===== config.mk =====
export PLATFORM = sky130hd
export DESIGN_NAME = wb_refill_flat
export DESIGN_NICKNAME = d
export VERILOG_FILES = /design/src/icache_cfg_pkg.sv /design/src/icache_types_pkg.sv /design/src/cache_set_if.sv /design/src/wb_refill.sv /design/src/flat_wrapper.sv
export SDC_FILE = /design/constraint.sdc
export NUM_CORES = 1
export LEC_CHECK = 0
export ABC_AREA = 1
export BUFFER_PORTS_ARGS = -buffer_cell sky130_fd_sc_hd__buf_2
export CORE_MARGIN = 3
export CORE_UTILIZATION = 38
export CTS_CLUSTER_DIAMETER = 50
export DETAILED_ROUTE_END_ITERATION = 10
export HOLD_SLACK_MARGIN = 0.02
export PLACE_DENSITY = 0.85
export RECOVER_POWER = 25
export SLEW_MARGIN = 15
export SYNTH_ARGS = -nofsm -noshare
export SYNTH_HDL_FRONTEND = slang
export SYNTH_SLANG_ARGS = --single-unit

===== constraint.sdc =====
create_clock -name i_clock -period 1.85 [get_ports i_clock]
set_clock_uncertainty 0.1 [all_clocks]
set_input_delay 0.185 -clock i_clock [delete_from_list [all_inputs] [get_ports i_clock]]
set_output_delay 0.185 -clock i_clock [all_outputs]
set_load 0.02 [all_outputs]

===== src/icache_cfg_pkg.sv =====
`default_nettype none

package icache_cfg_pkg;

    // ------------------------------------------------------------
    // Cache geometry
    // ------------------------------------------------------------

    localparam int unsigned CACHE_SIZE = 128;  // Lines in the single way
    localparam int unsigned BLOCK_SIZE = 4;    // Words per line

    // ------------------------------------------------------------
    // Address fields
    // ------------------------------------------------------------

    localparam int unsigned ADDR_WIDTH   = 32;                    // Byte address bits
    localparam int unsigned INDEX_WIDTH  = $clog2(CACHE_SIZE);    // Line select
    localparam int unsigned OFFSET_WIDTH = $clog2(BLOCK_SIZE);    // Word in line

    // Two low bits select the byte in a word and are dropped
    localparam int unsigned TAG_WIDTH    = ADDR_WIDTH - 2 - INDEX_WIDTH - OFFSET_WIDTH;

endpackage

`default_nettype wire


===== src/icache_types_pkg.sv =====
`default_nettype none

package icache_types_pkg;

    import icache_cfg_pkg::*;

    // ------------------------------------------------------------
    // Bus words
    // ------------------------------------------------------------

    typedef logic [ADDR_WIDTH-1:0]   inst_addr_t;  // Byte address
    typedef logic [31:0]             inst_t;       // Instruction word

    // Fields of a cache address
    typedef logic [TAG_WIDTH-1:0]    tag_t;        // Upper bits
    typedef logic [INDEX_WIDTH-1:0]  index_t;      // Line number
    typedef logic [OFFSET_WIDTH-1:0] offset_t;     // Word in block

    // ------------------------------------------------------------
    // Controller states
    // ------------------------------------------------------------

    typedef enum logic [1:0] {
        CLEAR  = 2'd0,  // Invalidate sweep after reset
        LOOKUP = 2'd1,  // Normal hit path
        REFILL = 2'd2   // Block fetch in progress
    } ctrl_state_e;

endpackage

`default_nettype wire


===== src/cache_set_if.sv =====
`default_nettype none

interface cache_set_if
    import icache_types_pkg::*;
();

    tag_t    tag;            // Lookup or write tag
    index_t  index;          // Line select
    offset_t offset;         // Word select seen by the arrays
    logic    write;          // Store wdata at index/offset
    logic    clear;          // Drop valid of indexed line
    inst_t   wdata;          // Word from memory
    inst_t   rdata;          // Word read from the arrays
    logic    hit;            // Tag match on a valid line

    // Offset sources, picked by the controller state
    offset_t lookup_offset;  // CPU word offset
    offset_t refill_offset;  // Word counter of the refill engine
    logic    refill_sel;     // High while refilling

    assign offset = refill_sel ? refill_offset : lookup_offset;  // Single driver path

    modport ctrl   (output tag, index, clear, lookup_offset, refill_sel, input hit);
    modport refill (output refill_offset, write, wdata, input tag, index);
    modport set    (input tag, index, offset, write, clear, wdata, output rdata, hit);

endinterface

`default_nettype wire


===== src/wb_refill.sv =====
`default_nettype none

module wb_refill
    import icache_cfg_pkg::*;
    import icache_types_pkg::*;
(
    input wire logic        i_clock,   // System clock
    input wire logic        i_rst_n,   // Sync reset, active low
    input wire logic        i_start,   // Begin block fetch
    output logic            o_done,    // Ack of the last word
    cache_set_if.refill     bus,       // Write side of the arrays

    // Wishbone classic master
    output logic            o_wb_cyc,  // Bus cycle
    output logic            o_wb_stb,  // Strobe
    output inst_addr_t      o_wb_adr,  // Word aligned byte address
    input wire inst_t       i_wb_dat,  // Read data
    input wire logic        i_wb_ack   // Slave acknowledge
);

    logic    active;      // Block fetch running
    logic    stb_q;       // Strobe and cycle
    offset_t word_cnt;    // Current word of the block
    tag_t    tag_q;       // Block tag
    index_t  index_q;     // Block index
    logic    word_ack;    // Strobe acknowledged
    logic    last_word;   // Counter at block end

    assign word_ack  = stb_q && i_wb_ack;
    assign last_word = (word_cnt == offset_t'(BLOCK_SIZE - 1));

    // ------------------------------------------------------------
    // Word sequencer
    // ------------------------------------------------------------

    always_ff @(posedge i_clock) begin
        if (!i_rst_n) begin
            active   <= 1'b0;
            stb_q    <= 1'b0;
            word_cnt <= '0;
        end else if (i_start) begin
            active   <= 1'b1;
            stb_q    <= 1'b1;                  // First word right away
            word_cnt <= '0;
        end else if (word_ack) begin
            stb_q <= 1'b0;                     // Gap cycle between words
            if (last_word) begin
                active <= 1'b0;
            end else begin
                word_cnt <= word_cnt + 1'b1;
            end
        end else if (active && !stb_q) begin
            stb_q <= 1'b1;                     // Next classic cycle
        end
    end

    // Block address, taken from the controller on start
    always_ff @(posedge i_clock) begin
        if (i_start) begin
            tag_q   <= bus.tag;
            index_q <= bus.index;
        end
    end

    assign o_wb_cyc = stb_q;                            // Rises and falls with stb
    assign o_wb_stb = stb_q;
    assign o_wb_adr = {tag_q, index_q, word_cnt, 2'b00};

    // Each acknowledged word goes straight into the set
    assign bus.write         = word_ack;
    assign bus.wdata         = i_wb_dat;
    assign bus.refill_offset = word_cnt;
    assign o_done            = word_ack && last_word;

endmodule

`default_nettype wire

===== src/flat_wrapper.sv =====
// flat-port wrapper written by rule: the top's interface ports become plain ports
module wb_refill_flat import icache_cfg_pkg::*; import icache_types_pkg::*;
  (i_clock, i_rst_n, i_start, o_done, o_wb_cyc, o_wb_stb, o_wb_adr, i_wb_dat, i_wb_ack, bus_refill_offset, bus_write, bus_wdata, bus_tag, bus_index);
  cache_set_if bus_i ();
  input wire logic i_clock;
  input wire logic i_rst_n;
  input wire logic i_start;
  output logic o_done;
  output logic o_wb_cyc;
  output logic o_wb_stb;
  output inst_addr_t o_wb_adr;
  input wire inst_t i_wb_dat;
  input wire logic i_wb_ack;
  output wire logic [$bits(bus_i.refill_offset)-1:0] bus_refill_offset;
  output wire logic [$bits(bus_i.write)-1:0] bus_write;
  output wire logic [$bits(bus_i.wdata)-1:0] bus_wdata;
  input wire logic [$bits(bus_i.tag)-1:0] bus_tag;
  input wire logic [$bits(bus_i.index)-1:0] bus_index;
  assign bus_refill_offset = bus_i.refill_offset;
  assign bus_write = bus_i.write;
  assign bus_wdata = bus_i.wdata;
  assign bus_i.tag = bus_tag;
  assign bus_i.index = bus_index;
  wb_refill u_core (.i_clock(i_clock), .i_rst_n(i_rst_n), .i_start(i_start), .o_done(o_done), .bus(bus_i), .o_wb_cyc(o_wb_cyc), .o_wb_stb(o_wb_stb), .o_wb_adr(o_wb_adr), .i_wb_dat(i_wb_dat), .i_wb_ack(i_wb_ack));
endmodule

Word-level counts from Yosys, hierarchy flattened --
Index checks and enable logic that the tools add are counted.
Cells by class: add/subtract/negate cells 1, eq/ne operators 1, multiplexer cells 6, bitwise logic cells 2, reductions and logical operators 10
Operators with widths (number):
- two-way mux 1 bit | 6
- AND reduction 2 bit | 2
- nonzero test 2 bit | 2
- logical AND 1 bit | 3
- nonzero test 3 bit | 1
- adder 2 x 1 -> 2 bit, second input constant | 1
- == test 2 bit, second input constant | 1
- NOT 1 bit | 2
- OR reduction 2 bit | 1
- logical NOT 1 bit | 1
Word-level totals: register bits after elaboration 32, bits of input ports 64, output and inout port bits 70, word-level logic and storage cells 25

Logic depth before layout (Yosys ltp) --
word-level depth 5, gate-level depth with buffers 6

Worst setup path after synthesis --
OpenSTA, ideal clock, no wires.
kind register -> output, from register u_core.word_cnt[0] (netlist: u_core.bus.refill_offset[0]), to output o_done, arrival 965 ps, required time 1565 ps, setup slack 600 ps, stages on the path, launching flop included 4, cells stage by stage dfxtp_1 -> ha_1 -> nand3_1 -> inv_1
Between the ends: longest elaborated chain between the ends 2
Ends and longest elaborated chain:
- start: declaration | RTL line wb_refill.sv:23 | offset_t word_cnt;
- start signal: assignment | RTL line wb_refill.sv:50 | word_cnt <= word_cnt + 1'b1;
- == test 2 bit | RTL line wb_refill.sv:30 | assign last_word = (word_cnt == offset_t'(BLOCK_SIZE - 1));
- logical AND 1 bit | RTL line wb_refill.sv:73 | assign o_done = word_ack && last_word;
- end: declaration | RTL line flat_wrapper.sv:8 | output logic o_done;
No other way between the ends.

Final worst setup path --
Ends and elaborated chain as after synthesis.

==> results.md <==
* Sequential power share at a little under 60%
* Asr flop ratio synth at 0%
* Syn avg cell area at 14.0 µm²
* Core footprint at 0.00318 mm²
* Post-CTS Repair Setup Buffers at 0
* Critical-path top delay cell: dfxtp_1
* Dominant synthesized flop cell: edfxtp_1
* Final wirelength at between 3000 and 4000 µm
* Overflow after GRT at 0
* CTS tree: yes
* Vias per inst at 4.35
* Hold buffers post-CTS at 29
* Yosys top cell by area: edfxtp_1
* Buf/Inv on CP at 2
* Status: finished clean
* Setup TNS at 0 ps
* Share of cells above drive strength 1 at between 40% and 50%
* Total power at 0.00146 W
* Die Span X at 64.8 µm
* Clock Sinks at 32
* Crit-path leading delay family: flip-flops
* Vias after detailed routing at approximately 900
* Internal power at 0.00109 W
* Antenna diode count at 0
* Worst Hold Class: input port to register
* CP Max Fanout at 5
* Placed Instance Area at about 0.0014 mm²
* Post-route ant nets at 0
* Post-synth EDFFs at 28
* Fin crit period at about 1600 ps
* RR Endpoint: u_core.bus.refill_offset[1]
* Clock latency on the worst-skew pair at between 300 and 400 ps
* Tot GR Track Use at around 16%
* Num ports at around 130
* Max_slew headroom at around three fifths
* Root buf cell: clkbuf_4
* Synth Warn # at 0
* Net Sw Frac at roughly a quarter
* Final setup viols at 0
* Initial Util at roughly two fifths
* Crit-path max cell delay at roughly 410 ps
* RSZ-0062 raised after global routing: no
* Post-CTS sizing at 0
* Detailed Routing Iterations Pass 1 at 4
* Hold Path Origin: i_wb_ack
* WL per Instance at ~15 µm
* Final std cells w/o fill at between 200 and 250
* Placed cells at roughly 170
* Hpwl dp at around 2200 µm
* Number of global-route vias before repair at 901
* DIE AREA at about 0.0042 mm²
* Synth top area share at between 60 and 70%
* VDD IR max at about 0.26 mV
* Comb power frac at 16.5%
* Seq/Total Area, Yosys at a little over two thirds
* Worst r2r src: u_core.bus.refill_offset[0]
* Most common cell in the netlist: buf_4
* CP Class: register to output port
* H-Tree Depth at 2
* Core Util, Final at 55.6%
* P per Cell Area at 828 mW/mm²
* Crit path arrival time at ~1300 ps
* Net switching power at ~0.00037 W
* Hold Path Cell Cnt at 4
* Reg clk slew, reported paths at roughly 90 ps
* Worst path cell trace: ha_1, nand3_1, inv_1, buf_2
* Max-cap violations at 0
* Final Hold Fails at 0
* Hold Crit Endpoint: u_core.bus.refill_offset[0]
* Final instance area at 0.00177 mm²
* Crit end category: output port
* CTS Buffer Depth at 2
* Clock power share at ~25%
* Netlist cell types at 13
* Yosys reg bits at 32
* Pins Over Slew Limit at 0
* WP data required at around 1600 ps
* GP Congestion at between 0.6 and 0.7
* Leak pwr at ~0.81 nW
* Top post-synthesis cells by count: buf_4, edfxtp_1, inv_1, nor2_1
* Cells after Synth at 94
* Fin crit share at 87.0%
* Iter 0 DRT Violations at 33
* Main area contributors after synthesis: edfxtp_1, buf_4, dfxtp_1
* Critical Path Start Type: register
* Num rows at 20
* Cts bufs inserted at 5
* Drt drc at 0
* Area Growth Syn to Fin at 34.7%
* Flop-to-flop setup slack at roughly 700 ps
* PortBufs at 67
* Die Height at 64.8 µm
* Initial antenna violation count at 0
* Worst Reg-to-Reg Cells at 6
* Largest net degree at the start of global routing at 31
* Mapped Area at ~0.0013 mm²
* FMAX at just over 600 MHz
* Fin nets at approximately 230
* Worst-Margin Slew at between 600 and 700 ps
* First-pass GRT wire length at 4570 µm
==> registers in the layout, summed over array words and instances (netlist names) <==
signal and cells:
u_core.active 1, u_core.tag_q 21, u_core.o_wb_cyc 1, u_core.bus.refill_offset 2, u_core.index_q 7
==> stage by stage <==
step | worst slack, ps | hold slack, ps
4_1_cts | 240 | 104
6_report | 241 | 116
2_1_floorplan | 600 | 184
3_3_place_gp | 710 | 262
5_1_grt | 124 | 156
3_5_place_dp | 614 | 263
==> worst register-to-register path, stage by stage (launching register included) <==
cell and delay (ps):
dfxtp_1 360, ha_1 240, inv_1 80, nand3_1 90, nand2_1 100, nand2_1 50
nor2_1 90
==> cells by family (layout without fill, tap and decap cells) <==
family | after synthesis | count (layout) | synth area share [%]
AOI/OAI and AO/OA | 3 | 3 | 1.14
adders and majority gates | 1 | 1 | 0.953
buffers and inverters | 43 | 110 | 22.9
DFF | 32 | 32 | 70.2
other | 1 | 2 | 0.286
and+or+nand+nor | 14 | 14 | 4.58
==> power groups by stage <==
stage          sequential, W  combinational (W)  clock, W
2_1_floorplan       0.000948           0.000130         0
3_3_place_gp        0.000875           0.000187         0
3_5_place_dp        0.000877           0.000194         0
4_1_cts             0.000861           0.000242  0.000376
5_1_grt             0.000867           0.000259  0.000409
6_report            0.000861           0.000241  0.000363
==> per-layer routing <==
metal / share of wire, % / GRT usage [%] / routed length (µm) / vias to the layer above
li1: - / - / - / 406
met1: 31 / 13.0 / 982 / 395
met2: 50 / 27.5 / 1580 / 64
met3: 13 / 5.89 / 419 / 32
met4: 5.3 / 14.8 / 167 / 0
met5: 0 / 0 / 0 / -
==> how the worst max path moves through the flow <==
stage                                      from     end  slack [ps]  depth (start not counted)
floorplan           u_core.bus.refill_offset[0]  o_done         600                          3
global placement    u_core.bus.refill_offset[0]  o_done         710                          4
detailed placement  u_core.bus.refill_offset[0]  o_done         610                          4
CTS                 u_core.bus.refill_offset[0]  o_done         240                          4
global route        u_core.bus.refill_offset[0]  o_done         120                          4
finish              u_core.bus.refill_offset[0]  o_done         240                          4
==> layout by cell type, fill, tap and decap left out <==
master / Yosys / final
a21oi_1: 2 / 2
nand2_2: 1 / 1
clkinv_1: 0 / 1
nand4_1: 1 / 1
edfxtp_1: 28 / 28
dlygate4sd3_1: 0 / 29
dfxtp_1: 4 / 4
clkbuf_1: 0 / 2
nand2_1: 4 / 4
conb_1: 1 / 2
nand3_1: 2 / 2
nor2_1: 6 / 6
buf_2: 0 / 67
o21ai_0: 1 / 1
ha_1: 1 / 1
inv_1: 6 / 6
clkbuf_4: 0 / 5
==> cell type report <==
cell class | count | area, µm²
inverters | 6 | 22.5
clock inverters | 1 | 3.75
repair buffers | 96 | 626
flip-flops and latches | 32 | 921
well taps | 44 | 55.1
multi-input cells | 20 | 95.1
fillers | 262 | 1410
clock buffers | 7 | 45.0
(Power assumes the default switching activity.)
