--- src/icache_cfg_pkg.sv ---
`default_nettype none

package icache_cfg_pkg;

    // ------------------------------------------------------------
    // Cache geometry
    // ------------------------------------------------------------

    localparam int unsigned CACHE_SIZE = 128;  // Lines in the single way
    localparam int unsigned BLOCK_SIZE = 4;    // Words per line

    // ------------------------------------------------------------
    // Address fields
    // ------------------------------------------------------------

    localparam int unsigned ADDR_WIDTH   = 32;                    // Byte address bits
    localparam int unsigned INDEX_WIDTH  = $clog2(CACHE_SIZE);    // Line select
    localparam int unsigned OFFSET_WIDTH = $clog2(BLOCK_SIZE);    // Word in line

    // Two low bits select the byte in a word and are dropped
    localparam int unsigned TAG_WIDTH    = ADDR_WIDTH - 2 - INDEX_WIDTH - OFFSET_WIDTH;

endpackage

`default_nettype wire

--- src/icache_types_pkg.sv ---
`default_nettype none

package icache_types_pkg;

    import icache_cfg_pkg::*;

    // ------------------------------------------------------------
    // Bus words
    // ------------------------------------------------------------

    typedef logic [ADDR_WIDTH-1:0]   inst_addr_t;  // Byte address
    typedef logic [31:0]             inst_t;       // Instruction word

    // Fields of a cache address
    typedef logic [TAG_WIDTH-1:0]    tag_t;        // Upper bits
    typedef logic [INDEX_WIDTH-1:0]  index_t;      // Line number
    typedef logic [OFFSET_WIDTH-1:0] offset_t;     // Word in block

    // ------------------------------------------------------------
    // Controller states
    // ------------------------------------------------------------

    typedef enum logic [1:0] {
        CLEAR  = 2'd0,  // Invalidate sweep after reset
        LOOKUP = 2'd1,  // Normal hit path
        REFILL = 2'd2   // Block fetch in progress
    } ctrl_state_e;

endpackage

`default_nettype wire

--- src/cache_set_if.sv ---
`default_nettype none

interface cache_set_if
    import icache_types_pkg::*;
();

    tag_t    tag;            // Lookup or write tag
    index_t  index;          // Line select
    offset_t offset;         // Word select seen by the arrays
    logic    write;          // Store wdata at index/offset
    logic    clear;          // Drop valid of indexed line
    inst_t   wdata;          // Word from memory
    inst_t   rdata;          // Word read from the arrays
    logic    hit;            // Tag match on a valid line

    // Offset sources, picked by the controller state
    offset_t lookup_offset;  // CPU word offset
    offset_t refill_offset;  // Word counter of the refill engine
    logic    refill_sel;     // High while refilling

    assign offset = refill_sel ? refill_offset : lookup_offset;  // Single driver path

    modport ctrl   (output tag, index, clear, lookup_offset, refill_sel, input hit);
    modport refill (output refill_offset, write, wdata, input tag, index);
    modport set    (input tag, index, offset, write, clear, wdata, output rdata, hit);

endinterface

`default_nettype wire

--- src/icache_ctrl.sv ---
`default_nettype none

module icache_ctrl
    import icache_cfg_pkg::*;
    import icache_types_pkg::*;
(
    input wire logic     i_clock,         // System clock
    input wire logic     i_rst_n,         // Sync reset, active low

    // CPU request fields
    input wire tag_t     i_tag,           // Tag of request
    input wire index_t   i_index,         // Index of request
    input wire offset_t  i_offset,        // Word offset of request
    input wire logic     i_rd,            // Read request
    output logic         o_busy,          // Request not served yet
    output logic         o_hit,           // o_inst valid

    // Refill engine handshake
    output logic         o_refill_start,  // One cycle start pulse
    input wire logic     i_refill_done,   // Last word written

    cache_set_if.ctrl    bus              // Drives the arrays
);

    ctrl_state_e state;       // Current state
    index_t      sweep_idx;   // Clear sweep counter
    tag_t        req_tag;     // Held tag during refill
    index_t      req_index;   // Held index during refill
    logic        miss;        // Lookup request that misses

    // ------------------------------------------------------------
    // State register
    // ------------------------------------------------------------

    always_ff @(posedge i_clock) begin
        if (!i_rst_n) begin
            state     <= CLEAR;
            sweep_idx <= '0;
        end else begin
            case (state)
                CLEAR: begin
                    sweep_idx <= sweep_idx + 1'b1;                  // Wraps to 0 at the end
                    if (sweep_idx == index_t'(CACHE_SIZE - 1)) begin
                        state <= LOOKUP;                            // Every line cleared
                    end
                end
                LOOKUP: begin
                    if (miss) begin
                        state <= REFILL;                            // Fetch block
                    end
                end
                REFILL: begin
                    if (i_refill_done) begin
                        state <= LOOKUP;                            // Line now valid
                    end
                end
                default: state <= CLEAR;
            endcase
        end
    end

    // Request fields, frozen once the refill starts
    always_ff @(posedge i_clock) begin
        if (state == LOOKUP) begin
            req_tag   <= i_tag;
            req_index <= i_index;
        end
    end

    // ------------------------------------------------------------
    // Array control
    // ------------------------------------------------------------

    assign bus.clear         = (state == CLEAR);
    assign bus.refill_sel    = (state == REFILL);   // Refill engine owns offset
    assign bus.lookup_offset = i_offset;
    assign bus.tag           = (state == REFILL) ? req_tag : i_tag;

    always_comb begin
        case (state)
            CLEAR:   bus.index = sweep_idx;   // Sweep address
            REFILL:  bus.index = req_index;   // Line being filled
            default: bus.index = i_index;     // CPU index
        endcase
    end

    // ------------------------------------------------------------
    // CPU handshake
    // ------------------------------------------------------------

    assign miss           = (state == LOOKUP) && i_rd && !bus.hit;
    assign o_refill_start = miss;                             // Single cycle, state leaves LOOKUP

    assign o_hit  = i_rd && (state == LOOKUP) && bus.hit;
    assign o_busy = i_rd && ((state != LOOKUP) || !bus.hit);  // Never with o_hit

endmodule

`default_nettype wire

--- src/flat_wrapper.sv ---
// flat-port wrapper written by rule: the top's interface ports become plain ports
module icache_ctrl_flat import icache_cfg_pkg::*; import icache_types_pkg::*;
  (i_clock, i_rst_n, i_tag, i_index, i_offset, i_rd, o_busy, o_hit, o_refill_start, i_refill_done, bus_tag, bus_index, bus_clear, bus_lookup_offset, bus_refill_sel, bus_hit);
  cache_set_if bus_i ();
  input wire logic i_clock;
  input wire logic i_rst_n;
  input wire tag_t i_tag;
  input wire index_t i_index;
  input wire offset_t i_offset;
  input wire logic i_rd;
  output logic o_busy;
  output logic o_hit;
  output logic o_refill_start;
  input wire logic i_refill_done;
  output wire logic [$bits(bus_i.tag)-1:0] bus_tag;
  output wire logic [$bits(bus_i.index)-1:0] bus_index;
  output wire logic [$bits(bus_i.clear)-1:0] bus_clear;
  output wire logic [$bits(bus_i.lookup_offset)-1:0] bus_lookup_offset;
  output wire logic [$bits(bus_i.refill_sel)-1:0] bus_refill_sel;
  input wire logic [$bits(bus_i.hit)-1:0] bus_hit;
  assign bus_tag = bus_i.tag;
  assign bus_index = bus_i.index;
  assign bus_clear = bus_i.clear;
  assign bus_lookup_offset = bus_i.lookup_offset;
  assign bus_refill_sel = bus_i.refill_sel;
  assign bus_i.hit = bus_hit;
  icache_ctrl u_core (.i_clock(i_clock), .i_rst_n(i_rst_n), .i_tag(i_tag), .i_index(i_index), .i_offset(i_offset), .i_rd(i_rd), .o_busy(o_busy), .o_hit(o_hit), .o_refill_start(o_refill_start), .i_refill_done(i_refill_done), .bus(bus_i));
endmodule
--- config.mk ---
export PLATFORM = sky130hd
export DESIGN_NAME = icache_ctrl_flat
export DESIGN_NICKNAME = d
export VERILOG_FILES = /design/src/icache_cfg_pkg.sv /design/src/icache_types_pkg.sv /design/src/cache_set_if.sv /design/src/icache_ctrl.sv /design/src/flat_wrapper.sv
export SDC_FILE = /design/constraint.sdc
export NUM_CORES = 1
export LEC_CHECK = 0
export BUFFER_PORTS_ARGS = -buffer_cell sky130_fd_sc_hd__buf_2
export CORE_MARGIN = 2
export CORE_UTILIZATION = 51
export DETAILED_ROUTE_END_ITERATION = 16
export MAX_ROUTING_LAYER = met4
export PLACE_DENSITY = 0.81
export SLEW_MARGIN = 20
export SYNTH_ARGS = -nofsm -noshare
export SYNTH_HDL_FRONTEND = slang
export SYNTH_SLANG_ARGS = --single-unit
--- constraint.sdc ---
create_clock -name i_clock -period 4.4 [get_ports i_clock]
set_clock_uncertainty 0.05 [all_clocks]
set_input_delay 0.88 -clock i_clock [delete_from_list [all_inputs] [get_ports i_clock]]
set_output_delay 0.88 -clock i_clock [all_outputs]
set_load 0.005 [all_outputs]
After elaboration in Yosys (flattened, before gate mapping). Index checks and enable logic that the tools add are counted. W data, S select, Z words.

Bits in registers: 37.

$add $sub $neg: 1. Reductions and logical operators: 8. Equality and inequality tests: 7. Mux-type cells: 6.

Operators with widths (count): $mux W21 (1); $pmux W7 S2 (1); $add A7 B1 Y7 const B (1); $eq A7 B7 Y1 const B (1); $mux W2 (3); $pmux W2 S3 (1); $logic_and A1 B1 Y1 (4); $ne A2 B1 Y1 const B (2); $ne A2 B2 Y1 const B (2); $reduce_and A3 Y1 (1); $eq A2 B1 Y1 const B (1); $eq A2 B2 Y1 const B (1); $logic_not A2 Y1 (1); $logic_not A1 Y1 (1); $logic_or A1 B1 Y1 (1).

Longest topological paths before layout. Gate-level depths: netlist (run 1).

Depth after elaboration: 5. Depth in mapped cells: 5. Mapped depth without buffers: 4.

Worst setup path after synthesis (run 1). OpenSTA, ideal clock, no wires.

Kind: register to output. Start point: reg u_core.state[0]. End point: out o_busy. Cell stages (with the launch flop): 4. Data arrival time: 2.143 ns. Path slack: 1.327 ns. Cells stage by stage: dfxtp_1 > buf_2 > nor2b_1 > a21boi_0.

Longest elaborated chain between the ends: 3.

RTL lines: start: declaration (line icache_ctrl.sv:25) `ctrl_state_e state;`; start signal: assignment (line icache_ctrl.sv:37) `state <= CLEAR;`; start signal: assignment (line icache_ctrl.sv:44) `state <= LOOKUP;`; start signal: assignment (line icache_ctrl.sv:49) `state <= REFILL;`; $ne A2 B1 Y1 (line icache_ctrl.sv:95) `assign o_busy = i_rd && ((state != LOOKUP) || !bus.hit);`; $logic_or A1 B1 Y1 (line icache_ctrl.sv:95); $logic_and A1 B1 Y1 (line icache_ctrl.sv:95); end: declaration (line flat_wrapper.sv:11) `output logic o_busy;`.

No other way between the ends.

Worst setup path in the final report (run 1).
Start point: reg u_core.state[1]. End point: out bus_tag[4].

Longest elaborated chain between the ends: 2.

RTL lines: $eq A2 B2 Y1 (line icache_ctrl.sv:77) `assign bus.tag = (state == REFILL) ? req_tag : i_tag;`; $mux W21 (line icache_ctrl.sv:77); end: declaration (line flat_wrapper.sv:15) `output wire logic [$bits(bus_i.tag)-1:0] bus_tag;`.

No other way between the ends.

==> reports/qor.csv, run 1 <==
metric;value;unit
share of cells above drive strength 1;0.5052;
Rows;21;
total grt overflow;0;
critical path's top delay family;simple AND/OR/NAND/NOR gates;
Synthesized Nets;167;
boundary pin count;70;
gp weighted congestion;0.6957;
register area;1021;um^2
Setup crit start kind;flop;
antenna violations before repair;0;
Lkg Pwr;0.8410;nW
clk_lat worst skew;0.35;ns
vias in the first global route;1156;
ys async rst share;0;
Synth Area in Simple Gates;0.09334;
Area Overhead vs Synth;23.81;%
WP data arrival;2.65;ns
Die Height;62.23;um
fillers;257;
Final Hold Fails;0;
post-CTS setup buffer count;0;
mean routed wirelength per cell;13.73;um
largest net degree at the start of global routing;29;
die area;3873;um^2
IO buf count;65;
core area;3284;um^2
Setup violations, final;0;
Slew @ Worst Pin;1.067;ns
Post-Synth XOR/XNOR Area;0.01013;
YS warnings;0;
compound-gate portion of the synthesized area;0.07815;
placed inst area;2057;um^2
Nets;229;
Max Freq;279.2;MHz
vias post-DR;1233;
Resize count post-CTS;0;
Total Wirelength;3295;um
Clock transition at path regs;0.11;ns
total iterations of the first detailed-routing run;4;
post-route ant nets;0;
diode count;0;
area occupied by multi-input gates;638.1;um^2
Post-Layout Inst Area;2141;um^2
CP max stage delay;0.98;ns
Initial Util;0.5265;
critical path class;reg2out;
WP buf/inv;1;
hold crit path type;reg2reg;
CTS tree;yes;
number of flops mapped to enable cells by yosys;28;
unrepaired setup endpoints after global routing;no;
count of cell types in the netlist;32;
Yosys top cell by area;edfxtp_1;
Synth top area share;0.4863;
Fin Setup TNS;0;ns
H-tree depth;2;
CP Cell Sequence;nor2b_2, mux2_2, buf_2;
hold_buf cts;0;
post-synthesis mux area share;0.1773;
Via-to-Cell Ratio;5.138;
Die W;62.23;um
Mapped Area;1729;um^2
fin crit share;0.8140;
clock buffer depth;2;
CP max FO;23;
ys flop type;edfxtp_1;
Max-Cap Viols;0;
first-pass GRT wire length;5409;um
Root Buffer;clkbuf_4;
maximum vdd drop;0.1981;mV
most common cell in the synthesized netlist;edfxtp_1;
Sink Count;37;
Tmin final;3.581;ns
synth top area cells;edfxtp_1 (49%), mux2_2 (14%), dfxtp_1 (10%);
Detail Placement HPWL;2409;um
register bit total from synthesis;37;
DR iter-0 viols;41;
CP max-delay cell;nor2b_2;
Gate Count Post-Synth;131;
mean post-synth cell area;13.20;um^2
Adder-Cell Fraction of Synth Area;0.007236;
DRC errors left;0;
status;finished, final reports clean;
PwrDens;312.6;nW/um^2
Worst R2R Setup Slack;2.10;ns
gr usage total;0.1843;
cts bufs inserted;5;
CP Capture Type;primary output;
Worst slew margin;0.2854;
register area share after synthesis;0.5904;
Final Max Slew Viols;0;
Synth top cells by count;edfxtp_1 (28), mux2_2 (21), nand2_1 (11);
largest family of logic cells by synthesized area;multiplexers;
worst path required time;3.47;ns
-- kinds of logic after synthesis --
family,count (synthesis)
compound gates,21
xor+xnor,2
fa+ha+maj,1
buf+inv,13
flops,37
mux,28
simple gates,29
-- metrics by stage --
| step | total power, mW | hold WS (ns) | setup WS [ns] | std cells | utilization |
|---|---|---|---|---|---|
| floorplan | 0.4088 | 0.4053 | 1.327 | 131 | - |
| global placement | 0.4376 | 0.4235 | 1.324 | 232 | 0.6263 |
| detailed placement | 0.4391 | 0.4588 | 1.182 | 232 | 0.6263 |
| CTS | 0.6777 | 0.4751 | 0.7895 | 240 | 0.6518 |
| global route | 0.6990 | 0.5080 | 0.6399 | 240 | 0.6518 |
| finish | 0.6692 | 0.4762 | 0.8186 | 240 | 0.6518 |
-- sequential cells by signal, indices dropped and copies added (netlist names) --
register / count
u_core.state: 2
u_core.req_tag: 21
u_core.req_index: 7
u_core.sweep_idx: 7
-- routing by layer --
metal	vias to the layer above	routed length, um	track usage
met5	-	0	-
met4	0	65	0.08611
met3	8	240	0.06703
met2	48	1527	0.2826
met1	569	1461	0.2178
li1	608	-	-
-- final cells by class --
class                           instances  area share
Inverter                                2    0.003507
Tap cell                               46     0.02688
Clock buffer                            5     0.01753
Sequential cell                        37      0.4769
Timing Repair Buffer                   66      0.1555
Multi-Input combinational cell         81      0.2981
Clock inverter                          3     0.02162
-- power breakdown --
group	leakage (nW)	switching [mW]	internal, mW
logic	0.475	0.0208	0.0302
clock network	0.0414	0.118	0.120
registers	0.325	0.00303	0.377
total	0.841	0.142	0.527
-- cells in the final DEF (no fill, tap or decap), types with 3 or more instances in the layout --
| cell type | n |
|---|---|
| and2_1 | 3 |
| o21ai_0 | 8 |
| nand2_1 | 11 |
| mux2i_1 | 7 |
| clkbuf_4 | 5 |
| dfxtp_1 | 9 |
| mux2_2 | 21 |
| edfxtp_1 | 28 |
| buf_2 | 65 |
| o31ai_1 | 3 |
-- tightest hold or removal path, stage by stage, from the launching register on --
cell and delay, ns:
dfxtp_1 0.36, nand2_1 0.07, mux2i_1 0.06
-- final timing paths --
path / start / end / depth (start not counted)
worst min-delay path: u_core.sweep_idx[5] / u_core.sweep_idx[5] / 2
worst max-delay path: u_core.state[1] / bus_tag[4] / 3
worst min register to register: u_core.sweep_idx[5] / u_core.sweep_idx[5] / 2
worst max register to register: u_core.state[0] / u_core.req_tag[8] / 2
Note: power is estimated with default switching activity, not from simulation.
==> run 2, diff against run 1 <==
--- a/config.mk
+++ b/config.mk
@@ -7,10 +7,10 @@
 export LEC_CHECK = 0
 export BUFFER_PORTS_ARGS = -buffer_cell sky130_fd_sc_hd__buf_2
 export CORE_MARGIN = 2
-export CORE_UTILIZATION = 51
+export CORE_UTILIZATION = 43
 export DETAILED_ROUTE_END_ITERATION = 16
 export MAX_ROUTING_LAYER = met4
-export PLACE_DENSITY = 0.81
+export PLACE_DENSITY = 0.72
 export SLEW_MARGIN = 20
 export SYNTH_ARGS = -nofsm -noshare
 export SYNTH_HDL_FRONTEND = slang
==> constraint.sdc (replaced) <==
create_clock -name i_clock -period 3 [get_ports i_clock]
set_clock_uncertainty 0.05 [all_clocks]
set_input_delay 0.6 -clock i_clock [delete_from_list [all_inputs] [get_ports i_clock]]
set_output_delay 0.6 -clock i_clock [all_outputs]
set_load 0.005 [all_outputs]
==> reports/qor.csv, run 2 (synthesized netlist as in run 1, its figures left out) <==
metric;value;unit;change
worst r2r path cells;2;;unchanged
total grt overflow;0;;unchanged
share of cells above drive strength 1;0.4923;;was 0.5052
cts bufs inserted;5;;unchanged
hold path cells;2;;unchanged
Area Overhead vs Synth;24.31;%;was 23.81%
hold crit path type;reg2reg;;unchanged
PwrDens;443.0;nW/um^2;was 312.6 nW/um^2
min-delay src;u_core.sweep_idx[5];;unchanged
Final Hold Fails;0;;unchanged
Rows;23;;was 21
IO buf count;65;;unchanged
Total Wirelength;3306;um;was 3295 um
Fin Setup TNS;0;ns;unchanged
Max Freq;362.7;MHz;
Sink Count;37;;unchanged
critical path class;reg2out;;unchanged
largest net degree at the start of global routing;29;;unchanged
Tmin final;2.757;ns;
DRC errors left;0;;unchanged
most frequent cells in the layout;buf_2 (65), edfxtp_1 (28), mux2_2 (21), nand2_1 (11), dfxtp_1 (9);;unchanged
Via-to-Cell Ratio;5.012;;was 5.138
first-pass GRT wire length;5043;um;was 5409 um
critical path's top delay family;flip-flops;;was simple AND/OR/NAND/NOR gates
Resize count post-CTS;0;;unchanged
post-CTS setup buffer count;0;;unchanged
WP data arrival;2.11;ns;was 2.65 ns
H-tree depth;2;;unchanged
Max-Cap Viols;0;;unchanged
post-route ant nets;0;;unchanged
Crit path depth;4;;was 3
CP max FO;23;;unchanged
Core Util, Final;0.5452;;was 0.6518
Worst slew margin;0.4728;;was 0.2854
CP Cell Sequence;nor2b_2, buf_4, mux2_2, buf_2;;was nor2b_2, mux2_2, buf_2
Power, Total;952.2;uW;was 669.2 uW
antenna violations before repair;0;;unchanged
post-route insts no fill;245;;was 240
boundary pin count;70;;unchanged
maximum vdd drop;0.2811;mV;was 0.1981 mV
vias in the first global route;1185;;was 1156
Nets;230;;was 229
CTS tree;yes;;unchanged
Lkg Pwr;0.8446;nW;was 0.8410 nW
Clock transition at path regs;0.07;ns;was 0.11 ns
fin crit share;0.9189;;
leading cell type in the layout, fill and taps excluded;buf_2;;unchanged
Setup crit start kind;flop;;unchanged
status;finished, final reports clean;;unchanged
Final Max Slew Viols;0;;unchanged
crit path launch;u_core.state[1];;unchanged
clock buffer depth;2;;unchanged
total iterations of the first detailed-routing run;4;;unchanged
mean routed wirelength per cell;13.49;um;was 13.73 um
CP max stage delay;0.76;ns;was 0.98 ns
diode count;0;;unchanged
gp weighted congestion;0.6936;;was 0.6957
CP max-delay cell;dfxtp_1;;was nor2b_2
clk_lat worst skew;0.28;ns;was 0.35 ns
placed insts;237;;was 232
Reg with most FFs;u_core.req_tag;;unchanged
core area;3943;um^2;was 3284 um^2
gr usage total;0.1544;;was 0.1843
unrepaired setup endpoints after global routing;no;;unchanged
Critical R2R Launch;u_core.state[0];;unchanged
Root Buffer;clkbuf_8;;was clkbuf_4
WP buf/inv;2;;was 1
Slew @ Worst Pin;0.7897;ns;was 1.067 ns
Die Height;67.42;um;was 62.23 um
biggest regs;u_core.req_tag: 21 flops, u_core.req_index: 7 flops, u_core.sweep_idx: 7 flops;;unchanged
die area;4545;um^2;was 3873 um^2
Initial Util;0.4386;;was 0.5265
worst path required time;2.35;ns;was 3.47 ns
vias post-DR;1228;;was 1233
number of flip-flops in the largest register;21;;unchanged
Detail Placement HPWL;2439;um;was 2409 um
hold_buf cts;0;;unchanged
Die W;67.42;um;was 62.23 um
Setup violations, final;0;;unchanged
DR iter-0 viols;50;;was 41
CP Capture Type;primary output;;unchanged
-- run 2: final cells by class --
type | instances | area (um^2)
fillers | 345 | 1793
flip-flops and latches | 37 | 1021
multi-input cells | 81 | 638.1
repair buffers | 67 | 340.3
clock buffers | 8 | 80.08
well taps | 50 | 62.56
inverters | 2 | 7.507
-- run 2: metal layers --
metal / track usage / wire length [um] / vias up
met2: 0.2710 / 1633 / 48
li1: - / - / 609
met3: 0.05167 / 254 / 5
met1: 0.1683 / 1389 / 566
met5: - / 0 / -
met4: 0.03827 / 29 / 0
-- run 2: per-stage QoR --
step | instance area (um^2) | setup slack, ns | hold slack, ns
after detailed placement | 2069 | 0.5432 | 0.4317
after CTS | 2150 | 0.2371 | 0.4455
after global placement | 2069 | 0.6251 | 0.4221
after floorplan | 1729 | 0.2069 | 0.4053
after global routing | 2150 | 0.1077 | 0.4464
final | 2150 | 0.2432 | 0.4458
-- run 2: worst min-delay path, stage by stage, from the launching register on --
cell	delay (ns)
dfxtp_1	0.33
nand2_1	0.06
mux2i_1	0.06
-- run 2: worst paths after layout --
| kind | to | slack [ns] |
|---|---|---|
| max | bus_tag[11] | 0.24 |
| min | u_core.sweep_idx[5] | 0.45 |
| max reg2reg | u_core.req_index[4] | 0.98 |
| min reg2reg | u_core.sweep_idx[5] | 0.45 |
-- run 2: power by group --
group / switching, mW / internal (mW)
Sequential: 0.00461 / 0.553
Combinational: 0.0310 / 0.0445
Clock: 0.154 / 0.165
==> run 3, diff against run 2 <==
--- a/config.mk
+++ b/config.mk
@@ -6,11 +6,12 @@
 export NUM_CORES = 1
 export LEC_CHECK = 0
 export BUFFER_PORTS_ARGS = -buffer_cell sky130_fd_sc_hd__buf_2
+export CORE_ASPECT_RATIO = 0.8
 export CORE_MARGIN = 2
 export CORE_UTILIZATION = 43
 export DETAILED_ROUTE_END_ITERATION = 16
 export MAX_ROUTING_LAYER = met4
-export PLACE_DENSITY = 0.72
+export PLACE_DENSITY = 0.74
 export SLEW_MARGIN = 20
 export SYNTH_ARGS = -nofsm -noshare
 export SYNTH_HDL_FRONTEND = slang
==> reports/qor.csv, run 3 (synthesized netlist as in run 1, its figures left out) <==
metric;value;unit;change
Post-Layout Inst Area;2188;um^2;was 2150 um^2
unrepaired setup endpoints after global routing;no;;unchanged
CP max FO;27;;was 23
Resize count post-CTS;0;;unchanged
Rows;20;;was 23
core area;3829;um^2;was 3943 um^2
post-CTS setup buffer count;0;;unchanged
number of flip-flops in the largest register;21;;unchanged
worst path required time;2.35;ns;about the same
most frequent cells in the layout;buf_2 (65), edfxtp_1 (28), mux2_2 (21), nand2_1 (11), dfxtp_1 (9);;unchanged
Clock transition at path regs;0.07;ns;about the same
Max Freq;432.3;MHz;was 362.7 MHz
cts bufs inserted;5;;unchanged
vias post-DR;1234;;was 1228
DRC errors left;0;;unchanged
Slew @ Worst Pin;0.3170;ns;was 0.7897 ns
Via-to-Cell Ratio;4.858;;was 5.012
Sink Count;37;;unchanged
clk_lat worst skew;0.28;ns;about the same
total iterations of the first detailed-routing run;4;;unchanged
hold crit path type;in2reg;;was reg2reg
largest net degree at the start of global routing;28;;was 29
status;finished, final reports clean;;unchanged
share of cells above drive strength 1;0.5126;;was 0.4923
fin crit share;0.7710;;was 0.9189
crit-path most repeated cell;buf_4;;
Final Max Slew Viols;0;;unchanged
Die Height;60.72;um;was 67.42 um
Fin Setup TNS;0;ns;unchanged
hold path cells;1;;was 2
gp weighted congestion;0.7899;;was 0.6936
min-delay src;i_tag[10];;was u_core.sweep_idx[5]
first-pass GRT wire length;4947;um;was 5043 um
Final Hold Fails;0;;unchanged
worst r2r path cells;4;;was 2
IO buf count;65;;unchanged
Worst slew margin;0.7860;;was 0.4728
worst hold slack;0.4514;ns;was 0.4458 ns
Power, Total;958.3;uW;was 952.2 uW
Nets;234;;was 230
H-tree depth;2;;unchanged
PwrDens;437.9;nW/um^2;was 443.0 nW/um^2
critical path class;reg2out;;unchanged
Setup violations, final;0;;unchanged
DR iter-0 viols;43;;was 50
boundary pin count;70;;unchanged
total grt overflow;0;;unchanged
CP Cell Sequence;buf_4, nor2b_2, buf_4, mux2_2, buf_2;;was nor2b_2, buf_4, mux2_2, buf_2
gr usage total;0.1567;;was 0.1544
Critical R2R Launch;u_core.sweep_idx[0];;was u_core.state[0]
Lkg Pwr;0.8719;nW;was 0.8446 nW
Reg with most FFs;u_core.req_tag;;unchanged
Max-Cap Viols;0;;unchanged
Die W;74.90;um;was 67.42 um
post-route ant nets;0;;unchanged
Tmin final;2.313;ns;was 2.757 ns
Detail Placement HPWL;2618;um;was 2439 um
leading cell type in the layout, fill and taps excluded;buf_2;;unchanged
diode count;0;;unchanged
CP max-delay cell;mux2_2;;was dfxtp_1
biggest regs;u_core.req_tag: 21 flops, u_core.req_index: 7 flops, u_core.sweep_idx: 7 flops;;unchanged
mean routed wirelength per cell;13.76;um;was 13.49 um
crit path launch;u_core.state[0];;was u_core.state[1]
Total Wirelength;3496;um;was 3306 um
vias in the first global route;1144;;was 1185
CP max stage delay;0.36;ns;was 0.76 ns
antenna violations before repair;0;;unchanged
Root Buffer;clkbuf_8;;unchanged
hold_buf cts;0;;unchanged
maximum vdd drop;0.3102;mV;was 0.2811 mV
die area;4548;um^2;was 4545 um^2
clock buffer depth;2;;unchanged
CTS tree;yes;;unchanged
WP data arrival;1.66;ns;was 2.11 ns
CP Capture Type;primary output;;unchanged
placed inst area;2106;um^2;was 2069 um^2
Area Overhead vs Synth;26.56;%;was 24.31%
Initial Util;0.4516;;was 0.4386
Setup crit start kind;flop;;unchanged
-- run 3: cell types whose count changed in the layout (fill, tap and decap cells not counted), sizes merged --
cell,previous run,this run
buf,67,71
clkbuf,8,6
clkinv,0,2
-- run 3: worst paths after layout --
path                            slack, ns             endpoint
worst max register to register       1.53  u_core.sweep_idx[6]
worst max-delay path                 0.69          bus_tag[12]
worst min-delay path                 0.45   u_core.req_tag[10]
worst min register to register       0.46  u_core.sweep_idx[5]
-- run 3: worst max-delay path, delay by kind of cell (launching register included) --
family | cells | cell delay (ns)
buffers and inverters | 3 | 0.56
DFF | 1 | 0.31
muxes | 1 | 0.36
and+or+nand+nor | 1 | 0.15
-- run 3: area by class of cell --
cell class                      count  area [um^2]
Clock buffer                        6        72.57
Clock inverter                      2        10.01
Fill cell                         346         1640
Inverter                            2        7.507
Multi-Input combinational cell     81        638.1
Sequential cell                    37         1021
Tap cell                           55        68.82
Timing Repair Buffer               71        370.4
-- run 3: metal layers --
metal,wire [um],global-route usage,vias up
met1,1509,0.1735,563
met4,55,0.07908,0
li1,-,-,618
met2,1698,0.2519,44
met3,232,0.05482,9
met5,0,-,-
-- run 3: where the power goes --
part           leakage (nW)  internal [mW]  switching [mW]
Combinational         0.502         0.0445          0.0311
Sequential            0.325          0.553         0.00451
Clock                0.0450          0.161           0.165
Total                 0.872          0.758           0.200
-- run 3: per-stage QoR --
| stage | worst slack [ns] | util | std cells |
|---|---|---|---|
| after floorplan | 0.2069 | - | 131 |
| after global placement | 1.045 | 0.5500 | 246 |
| after detailed placement | 0.9946 | 0.5500 | 246 |
| after CTS | 0.6762 | 0.5716 | 254 |
| after global routing | 0.6159 | 0.5716 | 254 |
| final | 0.6869 | 0.5716 | 254 |
